--- config.mk ---
export PLATFORM = sky130hd
export DESIGN_NAME = lru_tracker
export DESIGN_NICKNAME = d
export VERILOG_FILES = /design/src/common/icache_pkg.sv /design/src/lru_tracker.sv
export SDC_FILE = /design/constraint.sdc
export NUM_CORES = 1
export LEC_CHECK = 0
export ABC_CLOCK_PERIOD_IN_PS = 4000
export CAP_MARGIN = 10
export CORE_MARGIN = 8
export CORE_UTILIZATION = 25
export CTS_BUF_LIST = sky130_fd_sc_hd__clkbuf_8
export CTS_CLUSTER_SIZE = 24
export DETAILED_ROUTE_END_ITERATION = 10
export DONT_BUFFER_PORTS = 1
export HOLD_SLACK_MARGIN = 0.08
export SLEW_MARGIN = 20
export SYNTH_ARGS = -nofsm -noshare
export SYNTH_HDL_FRONTEND = slang
export SYNTH_SLANG_ARGS = --single-unit
--- constraint.sdc ---
create_clock -name clk_i -period 4 [get_ports clk_i]
set_clock_uncertainty 0.05 [all_clocks]
set_input_delay 0.6 -clock clk_i [delete_from_list [all_inputs] [get_ports clk_i]]
set_output_delay 0.6 -clock clk_i [all_outputs]
set_load 0.01 [all_outputs]
--- src/common/icache_pkg.sv ---
package icache_pkg;

  // address widths
  parameter int vaddr_width_gp       = 32;
  parameter int paddr_width_gp       = 34;
  parameter int page_offset_width_gp = 12;
  parameter int ptag_width_gp        = paddr_width_gp - page_offset_width_gp;
  parameter int instr_width_gp       = 32;

  // ways and banks share one count
  parameter int assoc_gp       = 4;
  parameter int sets_gp        = 64;
  parameter int block_width_gp = 512;
  parameter int bank_width_gp  = block_width_gp / assoc_gp;

  // field widths for the default geometry
  parameter int way_id_width_gp      = $clog2(assoc_gp);
  parameter int index_width_gp       = $clog2(sets_gp);
  parameter int word_offset_width_gp = $clog2(assoc_gp);
  parameter int byte_offset_width_gp = $clog2(bank_width_gp / 8);
  parameter int lru_width_gp         = assoc_gp - 1;

  // tag fill operations
  typedef enum logic [1:0] {
    set_clear  = 2'b00,
    invalidate = 2'b01,
    set_tag    = 2'b10
  } tag_op_e;

endpackage

--- src/lru_tracker.sv ---
`timescale 1ns/1ps

module lru_tracker
  import icache_pkg::*;
#(
  parameter int assoc_p = assoc_gp,
  parameter int sets_p  = sets_gp,
  localparam int way_id_width_lp = $clog2(assoc_p),
  localparam int index_width_lp  = $clog2(sets_p)
) (
  input  logic                       clk_i,
  input  logic                       reset_i,
  input  logic                       v_tv_i,
  input  logic                       miss_tv_i,
  input  logic [index_width_lp-1:0]  addr_index_tv_i,
  input  logic [assoc_p-1:0]         hit_tv_i,
  input  logic [assoc_p-1:0]         way_v_tv_i,
  input  logic                       cache_req_v_i,
  output logic [way_id_width_lp-1:0] repl_way_o,
  output logic                       repl_way_v_o
);

  localparam int lru_width_lp = assoc_p - 1;

  logic [lru_width_lp-1:0] lru_mem [sets_p];
  logic [lru_width_lp-1:0] lru_rd;
  logic [lru_width_lp-1:0] lru_next;
  logic [way_id_width_lp-1:0] hit_way;
  logic [way_id_width_lp-1:0] lru_way;
  logic [way_id_width_lp-1:0] invalid_way;
  logic invalid_exist;
  logic invalid_exist_r;
  logic [way_id_width_lp-1:0] invalid_way_r;
  logic [way_id_width_lp-1:0] lru_way_r;

  assign lru_rd = lru_mem[addr_index_tv_i];

  always_comb begin
    hit_way = '0;
    invalid_exist = 1'b0;
    invalid_way = '0;
    for (int i = assoc_p - 1; i >= 0; i--) begin
      if (hit_tv_i[i]) begin
        hit_way = way_id_width_lp'(i);
      end
      // lowest invalid way ends up last
      if (!way_v_tv_i[i]) begin
        invalid_exist = 1'b1;
        invalid_way = way_id_width_lp'(i);
      end
    end
  end

  // heap order where node n has children 2n+1 and 2n+2
  always_comb begin
    int hit_node;
    int lru_node;
    hit_node = 0;
    lru_node = 0;
    lru_next = lru_rd;
    lru_way = '0;
    for (int l = way_id_width_lp - 1; l >= 0; l--) begin
      // point away from the way just hit
      lru_next[hit_node] = ~hit_way[l];
      hit_node = 2 * hit_node + 1 + int'(hit_way[l]);
      lru_way[l] = lru_rd[lru_node];
      lru_node = 2 * lru_node + 1 + int'(lru_rd[lru_node]);
    end
  end

  always_ff @(posedge clk_i) begin
    if (reset_i) begin
      for (int s = 0; s < sets_p; s++) begin
        lru_mem[s] <= '0;
      end
    end else if (v_tv_i && !miss_tv_i) begin
      lru_mem[addr_index_tv_i] <= lru_next;
    end
  end

  always_ff @(posedge clk_i) begin
    if (reset_i) begin
      repl_way_v_o <= 1'b0;
    end else begin
      repl_way_v_o <= cache_req_v_i;
    end
  end

  always_ff @(posedge clk_i) begin
    if (cache_req_v_i) begin
      invalid_exist_r <= invalid_exist;
      invalid_way_r <= invalid_way;
      lru_way_r <= lru_way;
    end
  end

  // an empty way beats the tree
  assign repl_way_o = invalid_exist_r ? invalid_way_r : lru_way_r;

endmodule

Word level (Yosys, flattened, before mapping) --
Memories as Yosys holds them, arrays and structs flattened. Cells that the tools add are included.
Storage, ports and cells: register bits 6, memory bits (writable) 192, input bits 19, word-level logic and storage cells 42, memories kept 1
Memory list:
- lru_mem | depth 64, bits a word 3, rd ports 1, clocked after Yosys merged registers in 0, write ports 64, RTL line lru_tracker.sv:25 | logic [lru_width_lp-1:0] lru_mem [sets_p];
Cells by class: add/sub/neg operators 2, order comparisons 3, multiplexer cells 23, bitwise operators 2, reduce and logical (&&, ||, !) cells 6
Operators by type and width (count):
- $mux W2 | 7
- $mux W1 | 11
- $lt A2 B3 Y1 const B | 2
- $mux W6 | 1
- $add A1 B1 Y2 const A | 2
- $bwmux W3 | 1
- $mux W3 | 1
- $reduce_and A3 Y1 | 1
- $reduce_or A3 Y1 | 1
- $bmux W1 S2 | 1
- $demux W1 S2 | 1
- $ge A2 B1 Y1 const B | 1
- $logic_and A1 B1 Y1 | 2
- $not A1 Y1 | 2
- $reduce_and A2 Y1 | 1
- $logic_not A1 Y1 | 1

Logic depth before layout (Yosys ltp) --
depth in word-level cells 11, depth in mapped cells 11

Worst setup path after synthesis --
OpenSTA, ideal clock, no wires.
kind input-to-reg, from input port addr_index_tv_i[2], to memory lru_mem[10][2] in the netlist's numbering (data pin), library setup time 267 ps, data arrival time 2706 ps, setup slack 977 ps, stages on the path 11, path buffers 5, cell sequence buf_2 buf_6 buf_6 clkbuf_1 mux2i_1 o22ai_1 o21ai_0 o211ai_1 o31ai_2 buf_2 a21oi_1
RTL lines:
- start: declaration | RTL line lru_tracker.sv:15 | input logic [index_width_lp-1:0] addr_index_tv_i,
- end: declaration | RTL line lru_tracker.sv:25

==> out/summary.txt <==
status: completed
Util after Layout: 27.4%
cts repair resizes: 0
CP max FO: 32
routed length per instance: 19.3 um
Pwr Total: 3.89 mW
WHS Path Cells: 1
Post-Route WL: 25500 um
Async SR Flop Fraction: 0%
estimated wirelength of the detail-placed design: 16100 um
CTS buffer count: 17
Clock Sinks: 198
Setup Total Neg Slack: 0 ns
static leakage: 3.54 nW
Iteration-0 DRC Markers: 632
core area: 38600 um2
I/O Buffers: 0
Avg Cell Area, Syn: 11.9 um2
Final Max Slew Viols: 0
Seq/Total Area, Yosys: 60.8%
count of cell types in the netlist: 54
Setup Viol. Count Final: 0
crit path cell chain: mux4_2 -> mux2i_1 -> nor2_1 -> a2111o_1 -> o41ai_4 -> buf_12 -> nor2_1
Rows: 72
Worst setup SP type: flip-flop
final layout net count: 812
min-delay src: reset_i
first-pass GRT wire length: 38800 um
clk slew on worst S/H paths: 0.10 ns
Die Area: 45700 um2
fin cells: 1322
post-CTS setup buffers: 0
arrival time at the worst endpoint: 3.08 ns
critical path's top delay family: compound AO/OA/AOI/OAI gates
Die W: 214 um
worst-margin pin slew: 1.11 ns
# Max-Cap Violations: 0
post-synth top area share: 60.6%
RSZ-0062 raised after global routing: false
fmax: 344 MHz
I/O pins: 22
final hold vios: 0
FF-to-FF setup slack: 1.10 ns
Initial Util: 25.3%
pin count of the biggest net entering global routing: 86
ys flop type: edfxtp_1
hold endpoint: repl_way_v_o$_SDFF_PP0_
Post-Synthesis Cells: 819
RePlAce Congestion: 0.819
largest area contributor in the netlist: edfxtp_1
final cycle utilization of the critical path: 72.6%
Max clock buf depth: 2
CTS tree: done
root buf cell: clkbuf_8
initial antenna violation count: 0
Global Route Usage Sum: 11.2%
Die Y: 214 um
Final min period: 2.90 ns
yosys warns: 0
CP max stage delay: 0.52 ns
Setup Crit Path Kind: flip-flop to flip-flop
reg2reg end: lru_mem[21][1]$_SDFFCE_PN0P_
VDD IR max: 0.000218 V
Worst Hold Class: input pin to flip-flop
Pre-antenna DRT Iters: 5
post-route ant nets: 0
cell area after synthesis: 9770 um2
Synthesized Nets: 838
Post-synth EDFFs: 197
R2R depth: 7
drt drc: 0
Data required, critical path: 4.17 ns
GR Overflow Total: 0
crit end category: flip-flop
via density per instance: 4.87
share of cells above drive strength 1: 17.7%
ranking of synthesized cells by area: edfxtp_1 61%, nand2b_1 4.6%, a21oi_1 4.0%, nor2_2 3.9%, mux2i_1 3.9%
worst relative slew slack: 25.7%
H-tree Lvls: 4
Yosys reg bits: 198
number of global-route vias before repair: 6421
Inserted Diodes: 0
CP dominant cell by count: nor2_1
# hold bufs at CTS: 0
Worst path slowest cell: o41ai_4
Area Growth Syn to Fin: 8.57%
Power Density: 366 nW/um2
Inst Count DP: 1292
via count: 6432
Buf+Inv Stages, Crit Path: 1
R2R Path Start: lru_mem[42][1]$_SDFFCE_PN0P_
later-pin clock latency in the skew report: 0.47 ns
cells by family (layout without fill, tap and decap cells):
| family | after synthesis | in the layout | share of synthesized area (%) |
|---|---|---|---|
| AOI/OAI and AO/OA | 155 | 155 | 10.5 |
| buffers and inverters | 70 | 55 | 3.83 |
| muxes | 58 | 58 | 7.20 |
| DFF | 198 | 198 | 60.8 |
| and+or+nand+nor | 338 | 338 | 17.7 |
routing by layer:
metal | routed length, um | vias up | GRT usage (%)
li1 | - | 2958 | -
met2 | 11900 | 248 | 17.5
met3 | 1960 | 42 | 2.84
met1 | 10900 | 3184 | 14.9
met5 | 0 | - | 0
met4 | 754 | 0 | 4.47
cell usage after synthesis, types with 2 or more instances:
cell      number
edfxtp_1     197
nor2_1        82
a21oi_1       79
nand2_1       72
nand2b_1      72
nor2_2        61
mux2i_1       38
clkbuf_1      35
buf_2         16
a221oi_1      15
nand3_1       13
nor3_1        12
o22ai_1       12
buf_6         11
mux2_2        11
a221o_1       10
o21ai_0        8
mux4_2         6
or3b_2         6
nor2b_1        5
inv_1          4
o221ai_1       4
a22oi_1        3
and3b_1        3
nand4_1        3
o31a_1         3
a211oi_1       2
and2_1         2
buf_1          2
mux4_1         2
nor3b_1        2
o21ai_1        2
o22a_1         2
o31ai_1        2
o32ai_1        2
or2_2          2
flip-flops by register name (all words and copies together) (netlist names):
signal and flops:
lru_mem 192, invalid_way_r 2, lru_way_r 2, invalid_exist_r 1
repl_way_v_o 1
how the worst max path moves through the flow:
| stage | from | to | slack, ns | cells after the start |
|---|---|---|---|---|
| global route | lru_mem[43][1]$_SDFFCE_PN0P_ | lru_mem[21][1]$_SDFFCE_PN0P_ | 1.01 | 7 |
| finish | lru_mem[42][1]$_SDFFCE_PN0P_ | lru_mem[21][1]$_SDFFCE_PN0P_ | 1.10 | 7 |
| global placement | addr_index_tv_i[2] | lru_mem[21][1]$_SDFFCE_PN0P_ | 0.86 | 7 |
| detailed placement | addr_index_tv_i[2] | lru_mem[21][1]$_SDFFCE_PN0P_ | 0.80 | 7 |
| CTS | lru_mem[42][1]$_SDFFCE_PN0P_ | lru_mem[21][1]$_SDFFCE_PN0P_ | 1.08 | 7 |
| floorplan | addr_index_tv_i[2] | lru_mem[10][2]$_SDFFCE_PN0P_ | 0.98 | 11 |
worst register-to-register path, delay by kind of cell, from the launching register on:
kind	cells	cell delay (ns)
flops	1	0.41
simple gates	2	0.24
buf+inv	1	0.31
mux	2	0.71
compound gates	2	0.93
area by class of cell:
class / instances / area (um2)
multi-input cells: 551 / 3480
clock buffers: 17 / 234
inverters: 5 / 18.8
clock inverters: 13 / 87.6
flip-flops and latches: 198 / 5940
fillers: 3991 / 28000
well taps: 518 / 648
repair buffers: 20 / 200
report_power, final:
group / switching [mW] / total, mW / internal (mW)
sequential: 0.0284 / 2.39 / 2.36
combinational: 0.245 / 0.373 / 0.128
clock: 0.708 / 1.13 / 0.419
through the flow:
step	hold WS (ns)	worst slack [ns]	cell area (um2)
final	0.138	1.10	10600
after global placement	0.630	0.860	10300
after CTS	0.122	1.08	10600
after floorplan	0.662	0.977	9770
after detailed placement	0.633	0.801	10300
after global routing	0.121	1.01	10600
cell usage in the layout (no fill, tap or decap), types with 12 or more instances in the layout:
master	count
nor2_2	61
nand2b_1	72
nor2_1	82
buf_4	16
clkbuf_8	17
a21oi_1	79
o22ai_1	12
mux2i_1	38
nand3_1	13
edfxtp_1	197
a221oi_1	15
nand2_1	71
Power figures use the tool's default switching activity.
