==> src/common/icache_pkg.sv <==
package icache_pkg;

  // address widths
  parameter int vaddr_width_gp       = 32;
  parameter int paddr_width_gp       = 34;
  parameter int page_offset_width_gp = 12;
  parameter int ptag_width_gp        = paddr_width_gp - page_offset_width_gp;
  parameter int instr_width_gp       = 32;

  // ways and banks share one count
  parameter int assoc_gp       = 4;
  parameter int sets_gp        = 64;
  parameter int block_width_gp = 512;
  parameter int bank_width_gp  = block_width_gp / assoc_gp;

  // field widths for the default geometry
  parameter int way_id_width_gp      = $clog2(assoc_gp);
  parameter int index_width_gp       = $clog2(sets_gp);
  parameter int word_offset_width_gp = $clog2(assoc_gp);
  parameter int byte_offset_width_gp = $clog2(bank_width_gp / 8);
  parameter int lru_width_gp         = assoc_gp - 1;

  // tag fill operations
  typedef enum logic [1:0] {
    set_clear  = 2'b00,
    invalidate = 2'b01,
    set_tag    = 2'b10
  } tag_op_e;

endpackage

==> src/tv_stage.sv <==
`timescale 1ns/1ps

module tv_stage
  import icache_pkg::*;
#(
  parameter int assoc_p = assoc_gp,
  parameter int sets_p  = sets_gp,
  localparam int index_width_lp = $clog2(sets_p),
  localparam int bank_width_lp  = block_width_gp / assoc_p
) (
  input  logic                                  clk_i,
  input  logic                                  reset_i,
  input  logic                                  v_tl_i,
  input  logic                                  ptag_v_i,
  input  logic [vaddr_width_gp-1:0]             vaddr_tl_i,
  input  logic [ptag_width_gp-1:0]              ptag_i,
  input  logic [assoc_p-1:0]                    hit_tl_i,
  input  logic [assoc_p-1:0]                    way_v_tl_i,
  input  logic [assoc_p-1:0][bank_width_lp-1:0] bank_data_i,
  input  logic                                  cache_req_ready_i,
  output logic [instr_width_gp-1:0]             instr_o,
  output logic                                  instr_v_o,
  output logic                                  miss_tv_o,
  output logic [paddr_width_gp-1:0]             cache_req_o,
  output logic                                  cache_req_v_o,
  output logic [index_width_lp-1:0]             addr_index_tv_o,
  output logic [assoc_p-1:0]                    hit_tv_o,
  output logic [assoc_p-1:0]                    way_v_tv_o
);

  localparam int way_id_width_lp = $clog2(assoc_p);
  localparam int byte_offset_width_lp = $clog2(bank_width_lp / 8);
  localparam int instr_sel_width_lp = byte_offset_width_lp - 2;

  logic tv_we;
  logic v_tv_r;
  logic [paddr_width_gp-1:0] addr_tv_r;
  logic [assoc_p-1:0][bank_width_lp-1:0] data_tv_r;
  logic [way_id_width_lp-1:0] hit_way;
  logic [way_id_width_lp-1:0] word_offset;
  logic [way_id_width_lp-1:0] bank_sel;
  logic [instr_sel_width_lp-1:0] instr_sel;
  logic [bank_width_lp-1:0] bank_word;

  // an access without a ptag is dropped
  assign tv_we = v_tl_i & ptag_v_i;

  always_ff @(posedge clk_i) begin
    if (reset_i) begin
      v_tv_r <= 1'b0;
    end else begin
      v_tv_r <= tv_we;
    end
  end

  always_ff @(posedge clk_i) begin
    if (tv_we) begin
      addr_tv_r <= {ptag_i, vaddr_tl_i[page_offset_width_gp-1:0]};
      hit_tv_o <= hit_tl_i;
      way_v_tv_o <= way_v_tl_i;
      data_tv_r <= bank_data_i;
    end
  end

  always_comb begin
    hit_way = '0;
    for (int i = 0; i < assoc_p; i++) begin
      if (hit_tv_o[i]) begin
        hit_way = way_id_width_lp'(i);
      end
    end
  end

  assign word_offset = addr_tv_r[byte_offset_width_lp +: way_id_width_lp];
  assign instr_sel = addr_tv_r[2 +: instr_sel_width_lp];

  // word w of way k was stored in bank (w + k) mod assoc
  assign bank_sel = hit_way + word_offset;
  assign bank_word = data_tv_r[bank_sel];
  assign instr_o = bank_word[instr_sel*instr_width_gp +: instr_width_gp];

  assign miss_tv_o = v_tv_r & ~|hit_tv_o;
  assign instr_v_o = v_tv_r & |hit_tv_o;
  assign cache_req_o = addr_tv_r;
  assign cache_req_v_o = miss_tv_o & cache_req_ready_i;
  assign addr_index_tv_o = addr_tv_r[byte_offset_width_lp + way_id_width_lp +: index_width_lp];

  // ptag only follows an access sitting in TL
  assert property (@(posedge clk_i) disable iff (reset_i) ptag_v_i |-> v_tl_i);

endmodule

==> config.mk <==
export PLATFORM = sky130hd
export DESIGN_NAME = tv_stage
export DESIGN_NICKNAME = d
export VERILOG_FILES = /design/src/common/icache_pkg.sv /design/src/tv_stage.sv
export SDC_FILE = /design/constraint.sdc
export NUM_CORES = 1
export LEC_CHECK = 0
export BUFFER_PORTS_ARGS = -buffer_cell sky130_fd_sc_hd__buf_4
export CAP_MARGIN = 20
export CORE_AREA = 10 10 252 254
export DETAILED_ROUTE_END_ITERATION = 7
export DIE_AREA = 0 0 262 264
export PLACE_DENSITY = 0.78
export SKIP_CTS_REPAIR_TIMING = 1
export SLEW_MARGIN = 20
export SYNTH_ARGS = -nofsm -noshare
export SYNTH_HDL_FRONTEND = slang
export SYNTH_SLANG_ARGS = --single-unit
==> constraint.sdc <==
create_clock -name clk_i -period 15.65 [get_ports clk_i]
set_input_delay 2.3475 -clock clk_i [delete_from_list [all_inputs] [get_ports clk_i]]
set_output_delay 2.3475 -clock clk_i [all_outputs]
set_load 0.05 [all_outputs]
# [Word level (Yosys, flattened, before mapping)]
# Cells that the tools add are included.
[word_totals] word_cells=22 regBits=555
[classes] bitwise=4 addsub=1 n_shift=1 magnitude_cmp=1 reduce_logical=2 muxes=5
[op_table] cell="128-bit binary-select mux with 2-bit select" count=1
[op_table] cell="128-bit 2-to-1 mux" count=1
[op_table] cell="128-bit by 8-bit indexed part select with 32-bit output" count=1
[op_table] cell="1-bit bitwise AND" count=4
[op_table] cell="2-bit 2-to-1 mux" count=2
[op_table] cell="4-bit OR reduction" count=1
[op_table] cell="2-bit by 3-bit < comparator with 1-bit output (second input constant)" count=1
[op_table] cell="2-bit adder" count=1
[op_table] cell="1-bit zero test" count=1
[op_table] cell="1-bit 2-to-1 mux" count=1

# [Depth between registers and ports, before layout]
# Gate-level depths: netlist (run 1).
[depth] word_depth=7 mapped_depth=10 mapped_depth_nobuf=8

# [Worst setup path before layout (run 1)]
# OpenSTA, ideal clock, no wires.
[synth_timing] path_type="input to register" from="input ptag_v_i" to="register addr_tv_r[0] (netlist: cache_req_o[0]) (enable)" arrival_time_ns=14.785 path_slack_ns=-0.124 path_stages=1 setup_ns=0.989 path_cell_list="and2_1"
[synth_between] elab_chain_cells=1
[synth_lines] item="start, declared" line_no="tv_stage.sv:14" text="input logic ptag_v_i,"
[synth_lines] item="1-bit bitwise AND" line_no="tv_stage.sv:46" text="assign tv_we = v_tl_i & ptag_v_i;"
[synth_lines] item="end signal, assigned" line_no="tv_stage.sv:58" text="addr_tv_r <= {ptag_i, vaddr_tl_i[page_offset_width_gp-1:0]};"
[synth_lines] item="end, declared" line_no="tv_stage.sv:37" text="logic [paddr_width_gp-1:0] addr_tv_r;"
# No other way between the ends.
# A chain may end at the register's enable or synchronous reset.

# [Final worst setup path (run 1)]
[layout_timing] from="register addr_tv_r[2] (netlist: cache_req_o[2])" to="output instr_o[6]"
[layout_between] elab_chain_cells=1
[layout_lines] item="128-bit by 8-bit indexed part select with 32-bit output" line_no="tv_stage.sv:80" text="assign instr_o = bank_word[instr_sel*instr_width_gp +: instr_width_gp];"
[layout_lines] item="end, declared" line_no="tv_stage.sv:21" text="output logic [instr_width_gp-1:0] instr_o,"
# No other way between the ends.

==> summary.md, run 1 <==
| Metric | Value |
|---|---|
| Status | finished clean |
| Core ar. | 0.0585 sq mm |
| Synth Instances | 1,770 |
| Input/output buffers | 641 |
| P_int | 2.83 mW |
| Fin area | 0.0319 sq mm |
| Starting Density | 42.1% |
| Detail Placement HPWL | 61,800 microns |
| Tmin final | 7.28 ns |
| Pin count of the biggest net entering global routing | 205 |
| Largest family of logic cells by synthesized area | simple AND/OR/NAND/NOR gates |
| Worst EP required | 13.30 ns |
| Worst hold path type | in2reg |
| Final ANT Viol Nets | 0 |
| Least-Margin Pin Slew | 1.15 ns |
| Switching power | 1.06 mW |
| Die Y | 264 microns |
| VDD IR max | 0.000130 V |
| Critical Path Source Type | flop |
| Root buf cell | clkbuf_16 |
| Clock share of power | 35.6% |
| Post-Syn Area per Cell | 13.9 sq um |
| Finished Layout Cells | 3,155 |
| CP max-delay cell | buf_4 |
| Yosys warnings | 0 |
| Count of pins over their slew limit | 0 |
| Highest-count cells in the layout ignoring fill and taps | buf_4 (661), edfxtp_1 (554), nand2_1 (280) |
| CTS Buf Count | 58 |
| CP Data Arrival Time | 4.93 ns |
| H-tree depth | 2 |
| # clock sinks | 555 |
| Synth Area in Adders | 0.0508% |
| Drt pass-1 iters | 6 |
| Number of enable flip-flop cells after synthesis | 554 |
| Most common cell on crit path | buf_4 |
| Avg Vias per Cell | 5.95 |
| Compound-Gate Fraction of Synth Area | 10.2% |
| Final hold vios | 0 |
| Peak Freq | 137 MHz |
| DRT Wirelength | 86,500 microns |
| Synth Area in XOR/XNOR | 0.173% |
| Worst setup EP type | primary output |
| Vias in the first global route | 19,200 |
| DR vias | 18,800 |
| Routability Congestion | 0.869 |
| Die width | 262 microns |
| Row cnt | 89 |
| Crit path buf inv count | 4 |
| Most common flop cell mapped by yosys | edfxtp_1 |
| Final worst path period share | 46.5% |
| First-pass GRT wire length | 124,000 microns |
| All-Layer GR Usage | 23.8% |
| Fin nets | 2,903 |
| Synth Area in Simple Gates | 10.5% |
| Initial antenna violation count | 15 |
| #FFs+latches synth | 555 |
| Netlist cell types | 29 |
| Worst-path fanout max | 76 |
| Routed len/inst | 27.4 microns |
| Iter 0 DRT Violations | 2,456 |
| Seq pwr share | 46.2% |
| Setup TNS | 0 ns |
| Slew HR | 23.2% |
| CTS clk-pin slew, worst paths | 0.06 ns |
| Post-synthesis cell area | 0.0246 sq mm |
| Final setup fails | 0 |
| Area delta synth->final | 29.8% |
| Pwr Density | 122 mW/mm^2 |
| Mux cell area share after synthesis | 8.62% |
| Share of cells above drive strength 1 | 37.6% |
| I/O pin count | 662 |
| Max stage delay on crit path | 0.82 ns |
| Logic pwr share | 18.2% |
| Switching Fraction | 27.3% |
| Worst path top cell family by delay | buffers and inverters |
| Asr flop ratio synth | 0% |
| Die Footprint | 0.0692 sq mm |
| Commonest non-fill, non-tap cell in the layout | buf_4 |
| Pleak | 11.4 nW |
| RSZ-0062 raised after global routing | no |
| Dpl cell area | 0.0300 sq mm |
| Net Count, Synth | 2,350 |
| DP Worst Slack | 8.90 ns |
| Gr ovfl total | 0 |
| Post-synthesis sequential area ratio | 67.7% |
| Max-cap violations | 0 |
| Crit-path cells | buf_4 -> buf_4 -> buf_4 -> mux2_2 -> o221ai_1 -> nand4_1 -> buf_4 |
| Residual DRC | 0 |
| Setup ws final | 8.37 ns |
| CTS tree | built |
| Setup CP Type | reg2out |
| CTS max path bufs | 3 |
| Placed cell count | 3,035 |
metal layers:
metal | vias up | wire length [microns] | part of all wire, % | global-route usage (%)
li1 | 8255 | - | - | -
met5 | - | 34 | 0.039 | 0
met4 | 6 | 3060 | 3.5 | 8.64
met1 | 9265 | 30900 | 36 | 28.4
met3 | 158 | 9130 | 11 | 6.56
met2 | 1090 | 43400 | 50 | 40.5
path summary, 6_finish.rpt:
check                           from         end  slack (ns)  cells past startpoint
worst max-delay path  cache_req_o[2]  instr_o[6]        8.37                      7
worst min-delay path         reset_i      v_tv_r        1.89                      2
power groups by stage:
stage / logic, mW / registers (mW) / clock network (mW)
final: 0.709 / 1.80 / 1.39
after global routing: 0.752 / 1.81 / 1.46
after CTS: 0.710 / 1.80 / 1.41
after detailed placement: 0.706 / 1.83 / 0
after global placement: 0.687 / 1.82 / 0
after floorplan: 0.392 / 1.85 / 0
synthesized netlist by cell type (all sizes together) (2+ instances only):
master | instances | area [sq um]
edfxtp | 554 | 16600
nand2 | 281 | 1050
nor3 | 254 | 1270
clkbuf | 152 | 571
a311oi | 124 | 1090
o221ai | 99 | 867
mux2 | 97 | 1090
o31ai | 35 | 263
mux2i | 33 | 330
nand4 | 32 | 200
a211oi | 31 | 233
mux4 | 31 | 698
buf | 21 | 113
a21o | 3 | 22.5
and2 | 3 | 18.8
nor2b | 3 | 18.8
xnor2 | 3 | 26.3
a21oi | 2 | 10.0
inv | 2 | 7.51
nor2 | 2 | 7.51
o21ai | 2 | 10.0
cells by family (layout without fill, tap and decap cells):
kind of cell | after synthesis | in the layout
AO/OA/AOI/OAI | 297 | 297
other | 0 | 12
adder cells (fa/ha/maj) | 1 | 1
buffers and inverters | 175 | 775
flip-flops | 555 | 555
multiplexers | 161 | 161
AND/OR/NAND/NOR | 577 | 577
XOR/XNOR | 4 | 4
cell type report:
type                       instances  area, sq um
inverter                           2         8.76
sequential                       555        16700
timing repair buffer             666         5050
tap                              773          967
clock buffer                      78         1600
multi-input combinational       1040         7330
clock inverter                    29          308
fill                            4626        26500
antenna                           12         30.0
state kept, by name, indices dropped and copies added (netlist names):
name,count
hit_tv_o,4
cache_req_o,34
way_v_tv_o,4
v_tv_r,1
data_tv_r,512
through the flow:
step	util, %	hold WS, ns	power (mW)
2_1_floorplan	-	2.42	2.25
3_5_place_dp	51.3	2.51	2.54
5_1_grt	54.6	1.87	4.03
3_3_place_gp	51.3	2.51	2.51
6_report	54.6	1.89	3.90
4_1_cts	54.6	1.86	3.91
(Power assumes the default switching activity.)
==> run 2, diff against run 1 <==
Settings changed: ABC_AREA set to 1, CORE_AREA 10 10 252 254 to 10 10 247 249, DIE_AREA 0 0 262 264 to 0 0 257 259, PLACE_DENSITY 0.78 to 0.77.
Clock period 15.65 ns to 6.3 ns, I/O delays scaled along.
==> summary.md, run 2 <==
| Metric | Value |
|---|---|
| Post-Syn Area per Cell | 12.2 sq um (-12%) |
| Core ar. | 0.0560 sq mm (-4.3%) |
| Top cells by area, synth | edfxtp_1 (72%), nand2_1 (12%), nand3_1 (4.9%) |
| CP Data Arrival Time | 3.99 ns (-0.94 ns) |
| Final hold vios | 0 (unchanged) |
| Worst setup EP type | primary output |
| Pin count of the biggest net entering global routing | 167 (-19%) |
| #FFs+latches synth | 555 (unchanged) |
| Routed len/inst | 23.3 microns (-15%) |
| Die Footprint | 0.0666 sq mm (-3.8%) |
| Residual DRC | 0 (unchanged) |
| Most common cell in the netlist | nand2_1 |
| All-Layer GR Usage | 22.1% (-1.7 points) |
| Iter 0 DRT Violations | 1,817 (-26%) |
| Area delta synth->final | 31.2% |
| DRT Wirelength | 76,800 microns (-11%) |
| Fin area | 0.0303 sq mm (-5.0%) |
| Avg Vias per Cell | 5.08 (-15%) |
| Commonest non-fill, non-tap cell in the layout | nand2_1 |
| H-tree depth | 2 (unchanged) |
| Synth top cells by count | nand2_1 (711), edfxtp_1 (554), nand3_1 (226) |
| Highest-count cells in the layout ignoring fill and taps | nand2_1 (709), buf_4 (659), edfxtp_1 (554) |
| Max reg flops | 512 (unchanged) |
| Filler instances | 4,675 (+1.1%) |
| Starting Density | 41.3% (-0.78 points) |
| # clock sinks | 555 (unchanged) |
| Dpl cell area | 0.0284 sq mm (-5.2%) |
| Met1 GRT Util | 26.5% (-1.8 points) |
| Pleak | 12.4 nW (+8.0%) |
| Setup CP Type | reg2out |
| Crit-path cells | o21ai_0 -> ha_4 -> inv_1 -> nand2_1 -> nand3_4 -> nand2_4 -> buf_4 -> nand2_1 -> nand3_1 -> nand2_1 -> nand2_1 -> nand2_1 -> buf_4 |
| Gr busiest metal | met2 |
| Post-synthesis cell area | 0.0231 sq mm (-6.1%) |
| Slew HR | 36.1% (+13 points) |
| Asr flop ratio synth | 0% (unchanged) |
| Yosys warnings | 0 (unchanged) |
| Top reg by flops | data_tv_r |
| Netlist cell types | 25 (-14%) |
| Final setup fails | 0 (unchanged) |
| Worst-path fanout max | 56 (-26%) |
| Fin nets | 3,070 (+5.8%) |
| Status | finished clean |
| CTS tree | built |
| Initial antenna violation count | 4 (-11) |
| Max stage delay on crit path | 0.66 ns (-0.16 ns) |
| VDD IR max | 0.000245 V (+88%) |
| Drt pass-1 iters | 5 (-1) |
| RSZ-0062 raised after global routing | no |
| Max-cap violations | 0 (unchanged) |
| CTS Buf Count | 56 (-3.4%) |
| Met2 Use GR | 37.7% (-2.8 points) |
| DR vias | 16,700 (-11%) |
| Gr ovfl total | 0 (unchanged) |
| First-pass GRT wire length | 110,000 microns (-11%) |
| Least-Margin Pin Slew | 0.958 ns (-0.193 ns) |
| I/O pin count | 662 (unchanged) |
| PnR Total Power | 9.58 mW (+150%) |
| Detail Placement HPWL | 56,000 microns (-9.4%) |
| CP max-delay cell | buf_4 |
| Routability Congestion | 0.908 (+4.4%) |
| Post-synth top area share | 72.0% (+4.4 points) |
| Root buf cell | clkbuf_16 |
| CTS max path bufs | 3 (unchanged) |
| Input/output buffers | 641 (unchanged) |
| Net Count, Synth | 2,472 (+5.2%) |
| Register area | 0.0167 sq mm (unchanged) |
| Post-synthesis sequential area ratio | 72.1% (+4.4 points) |
| Worst EP required | 5.35 ns (-7.95 ns) |
| Critical Path Source Type | flop |
| Count of pins over their slew limit | 0 (unchanged) |
| Final ANT Viol Nets | 0 (unchanged) |
| Most common cell on crit path | nand2_1 |
| Met3 Use GR | 5.58% (-0.98 points) |
| Multi-input logic area | 0.00571 sq mm (-22%) |
| Final worst path period share | 78.3% |
| Vias in the first global route | 17,400 (-9.3%) |
| Synth Instances | 1,892 (+6.9%) |
| Die Y | 259 microns (-1.9%) |
| Pwr Density | 316 mW/mm^2 (+160%) |
| CTS clk-pin slew, worst paths | 0.06 ns (about the same) |
| Crit path buf inv count | 3 (-1) |
| Most common flop cell mapped by yosys | edfxtp_1 |
| Leading area contributor after synthesis | edfxtp_1 |
| Worst path top cell family by delay | simple AND/OR/NAND/NOR gates |
| Share of cells above drive strength 1 | 30.0% (-7.6 points) |
| Number of enable flip-flop cells after synthesis | 554 (unchanged) |
| Row cnt | 87 (-2.2%) |
| Peak Freq | 203 MHz |
| Die width | 257 microns (-1.9%) |
| Worst hold path type | in2reg |
| Tmin final | 4.93 ns |
-- run 2: cell count changes after synthesis, sizes merged, moves of 124 or more --
cell and change:
clkbuf -139, a21boi +128, nor3 -254, nand3 +227
nand2 +430, a311oi -124
-- run 2: power by group --
part | internal [mW] | total, mW | switching, mW
combinational | 0.621 | 1.74 | 1.12
clock | 2.01 | 3.42 | 1.42
sequential | 4.34 | 4.41 | 0.0684
-- run 2: logic make-up after synthesis --
kind of cell / synth area share [%]
adder cells (fa/ha/maj): 0.0541
flip-flops: 72.1
AO/OA/AOI/OAI: 4.21
AND/OR/NAND/NOR: 20.2
buffers and inverters: 3.48
-- run 2: path summary, 6_finish.rpt --
path                  slack [ns]  depth (start not counted)     endpoint   startpoint
worst max-delay path        1.37                         13  instr_o[11]  hit_tv_o[2]
worst min-delay path        0.49                          2       v_tv_r      reset_i
-- run 2: metal layers --
layer  vias to the layer above  part of all wire [%]
met3                       140                   9.0
met1                      8036                    37
met2                       806                    50
met5                         -                     0
li1                       7766                     -
met4                         0                   3.6
-- run 2: cell type report --
class,instances,share of cell area [%]
Clock buffer,63,4.71
Tap cell,756,3.12
Timing Repair Buffer,665,16.7
Inverter,11,0.169
Clock inverter,41,1.53
Antenna cell,5,0.0412
Multi-Input combinational cell,1201,18.8
Sequential cell,555,54.9
-- run 2: through the flow --
| step | TNS [ns] | instances | setup WS [ns] | hold slack (ns) | util, % |
|---|---|---|---|---|---|
| after CTS | 0 | 3292 | 1.32 | 0.444 | 54.2 |
| after global routing | 0 | 3296 | 1.19 | 0.467 | 54.2 |
| final | 0 | 3297 | 1.37 | 0.485 | 54.2 |
| after global placement | 0 | 3188 | 2.10 | 1.10 | 50.8 |
| after floorplan | -1897.21 | 1892 | -3.42 | 1.02 | - |
| after detailed placement | 0 | 3188 | 2.03 | 1.11 | 50.8 |
==> run 3, diff against run 2 <==
Settings changed: CORE_AREA 10 10 247 249 to 10 10 249 251, DIE_AREA 0 0 257 259 to 0 0 259 261, PLACE_DENSITY 0.77 to 0.74.
Clock period 6.3 ns to 5 ns, I/O delays scaled along.
==> summary.md, run 3 (synthesis results as in run 2) <==
| Metric | Value |
|---|---|
| Status | finished clean |
| CP Data Arrival Time | 3.73 ns (-0.26 ns) |
| Worst hold path type | in2reg |
| All-Layer GR Usage | 21.8% (-0.25 points) |
| Slew HR | 29.8% (-6.3 points) |
| Util after Layout | 53.1% (-1.1 points) |
| Count of pins over their slew limit | 0 (unchanged) |
| Detail Placement HPWL | 55,400 microns (-0.96%) |
| Area delta synth->final | 31.2% (about the same) |
| Placed cell count | 3,198 (+0.31%) |
| VDD IR max | 0.000336 V (+37%) |
| Final hold vios | 0 (unchanged) |
| Critical Path Source Type | flop |
| Met3 Routed Length | 7760 microns (+12%) |
| Pleak | 12.4 nW (about the same) |
| Worst Hold End | v_tv_r |
| Root buf cell | clkbuf_16 |
| First-pass GRT wire length | 109,000 microns (-0.36%) |
| Max-cap violations | 0 (unchanged) |
| Routed len/inst | 23.4 microns (+0.42%) |
| CTS max path bufs | 3 (unchanged) |
| Share of cells above drive strength 1 | 29.9% (-0.067 points) |
| Top reg by flops | data_tv_r |
| H-tree depth | 2 (unchanged) |
| DR vias | 16,800 (+0.25%) |
| Gr ovfl total | 0 (unchanged) |
| Fin area | 0.0303 sq mm (about the same) |
| Row cnt | 88 (+1.1%) |
| Core ar. | 0.0571 sq mm (+2.1%) |
| Starting Density | 40.5% (-0.86 points) |
| # clock sinks | 555 (unchanged) |
| Max reg flops | 512 (unchanged) |
| Avg Vias per Cell | 5.08 (about the same) |
| Pin count of the biggest net entering global routing | 173 (+3.6%) |
| Residual DRC | 0 (unchanged) |
| Final setup fails | 0 (unchanged) |
| Iter 0 DRT Violations | 1,684 (-7.3%) |
| Input/output buffers | 641 (unchanged) |
| Metal2 WL | 39,000 microns (+1.5%) |
| RSZ-0062 raised after global routing | no |
| CTS clk-pin slew, worst paths | 0.06 ns (about the same) |
| Worst-path fanout max | 74 (+32%) |
| Dpl cell area | 0.0285 sq mm (+0.30%) |
| Worst EP required | 4.25 ns (-1.10 ns) |
| Die Y | 261 microns (+0.77%) |
| Routability Congestion | 0.892 (-1.8%) |
| Final ANT Viol Nets | 0 (unchanged) |
| Filler instances | 4,785 (+2.4%) |
| Hold Crit Start | reset_i |
| CTS Buf Count | 58 (+3.6%) |
| M1 WL | 27,900 microns (-2.7%) |
| Fin nets | 3,073 (+0.098%) |
| WHS | 0.304 ns (-0.181 ns) |
| Pwr Density | 393 mW/mm^2 (+24%) |
| Setup CP Type | reg2out |
| Peak Freq | 223 MHz |
| Initial antenna violation count | 7 (+3) |
| Final worst path period share | 89.6% |
| Drt pass-1 iters | 7 (+2) |
| Worst setup EP type | primary output |
| Max layer used | met5 |
| DRT Wirelength | 77,400 microns (+0.75%) |
| Commonest non-fill, non-tap cell in the layout | nand2_1 |
| Setup TNS | 0 ns (unchanged) |
| Die Footprint | 0.0676 sq mm (+1.6%) |
| Finished Layout Cells | 3,308 (+0.33%) |
| Highest-count cells in the layout ignoring fill and taps | nand2_1 (709), buf_4 (655), edfxtp_1 (554) |
| Vias in the first global route | 17,200 (-1.6%) |
| I/O pin count | 662 (unchanged) |
| Least-Margin Pin Slew | 1.05 ns (+0.0948 ns) |
| CTS tree | built |
| Worst hold stages | 2 (unchanged) |
| Die width | 259 microns (+0.78%) |
| Tmin final | 4.48 ns |
## run 3: per-layer routing
layer / track usage (%) / vias up
met1: 25.2 / 8018
met3: 6.90 / 145
met2: 37.5 / 849
met5: 0 / -
li1: - / 7776
met4: 8.35 / 2
## run 3: worst max path at each step
stage                startpoint             end  slack [ns]  cells past startpoint
finish              hit_tv_o[2]     instr_o[16]        0.52                     11
detailed placement  hit_tv_o[2]     instr_o[16]        1.21                     11
floorplan                v_tl_i  cache_req_o[0]       -4.53                      2
CTS                 hit_tv_o[2]     instr_o[16]        0.56                     11
global route        hit_tv_o[2]     instr_o[16]        0.41                     11
global placement    hit_tv_o[2]     instr_o[16]        1.33                     12
## run 3: worst max-delay path, stage by stage (launching register included)
cell and delay (ns):
edfxtp_1 0.45, o21ai_0 0.34, ha_4 0.30, inv_8 0.33, buf_4 0.35, a21boi_0 0.16
nand2_1 0.10, nand3_1 0.09, nand2_1 0.12, nand2_1 0.29, nand2_1 0.25, buf_4 0.24
## run 3: layout make-up
cell class              count  area [sq um]  area share [%]
well taps                 765           957            3.16
inverters                  11          53.8           0.177
flip-flops and latches    555         16700            54.9
clock inverters            37           295           0.974
multi-input cells        1201          5710            18.8
diodes                      8          20.0          0.0660
clock buffers              65          1500            4.94
repair buffers            666          5140            16.9
## run 3: report_power, final
| group | total [mW] | internal (mW) | switching (mW) |
|---|---|---|---|
| combinational | 2.21 | 0.795 | 1.41 |
| sequential | 5.56 | 5.48 | 0.0868 |
| clock | 4.14 | 2.35 | 1.79 |
## run 3: stage by stage
stage | total power [mW] | setup slack, ns
detailed placement | 7.89 | 1.21
floorplan | 6.98 | -4.53
CTS | 12.0 | 0.557
global route | 12.4 | 0.406
finish | 11.9 | 0.519
global placement | 7.85 | 1.33
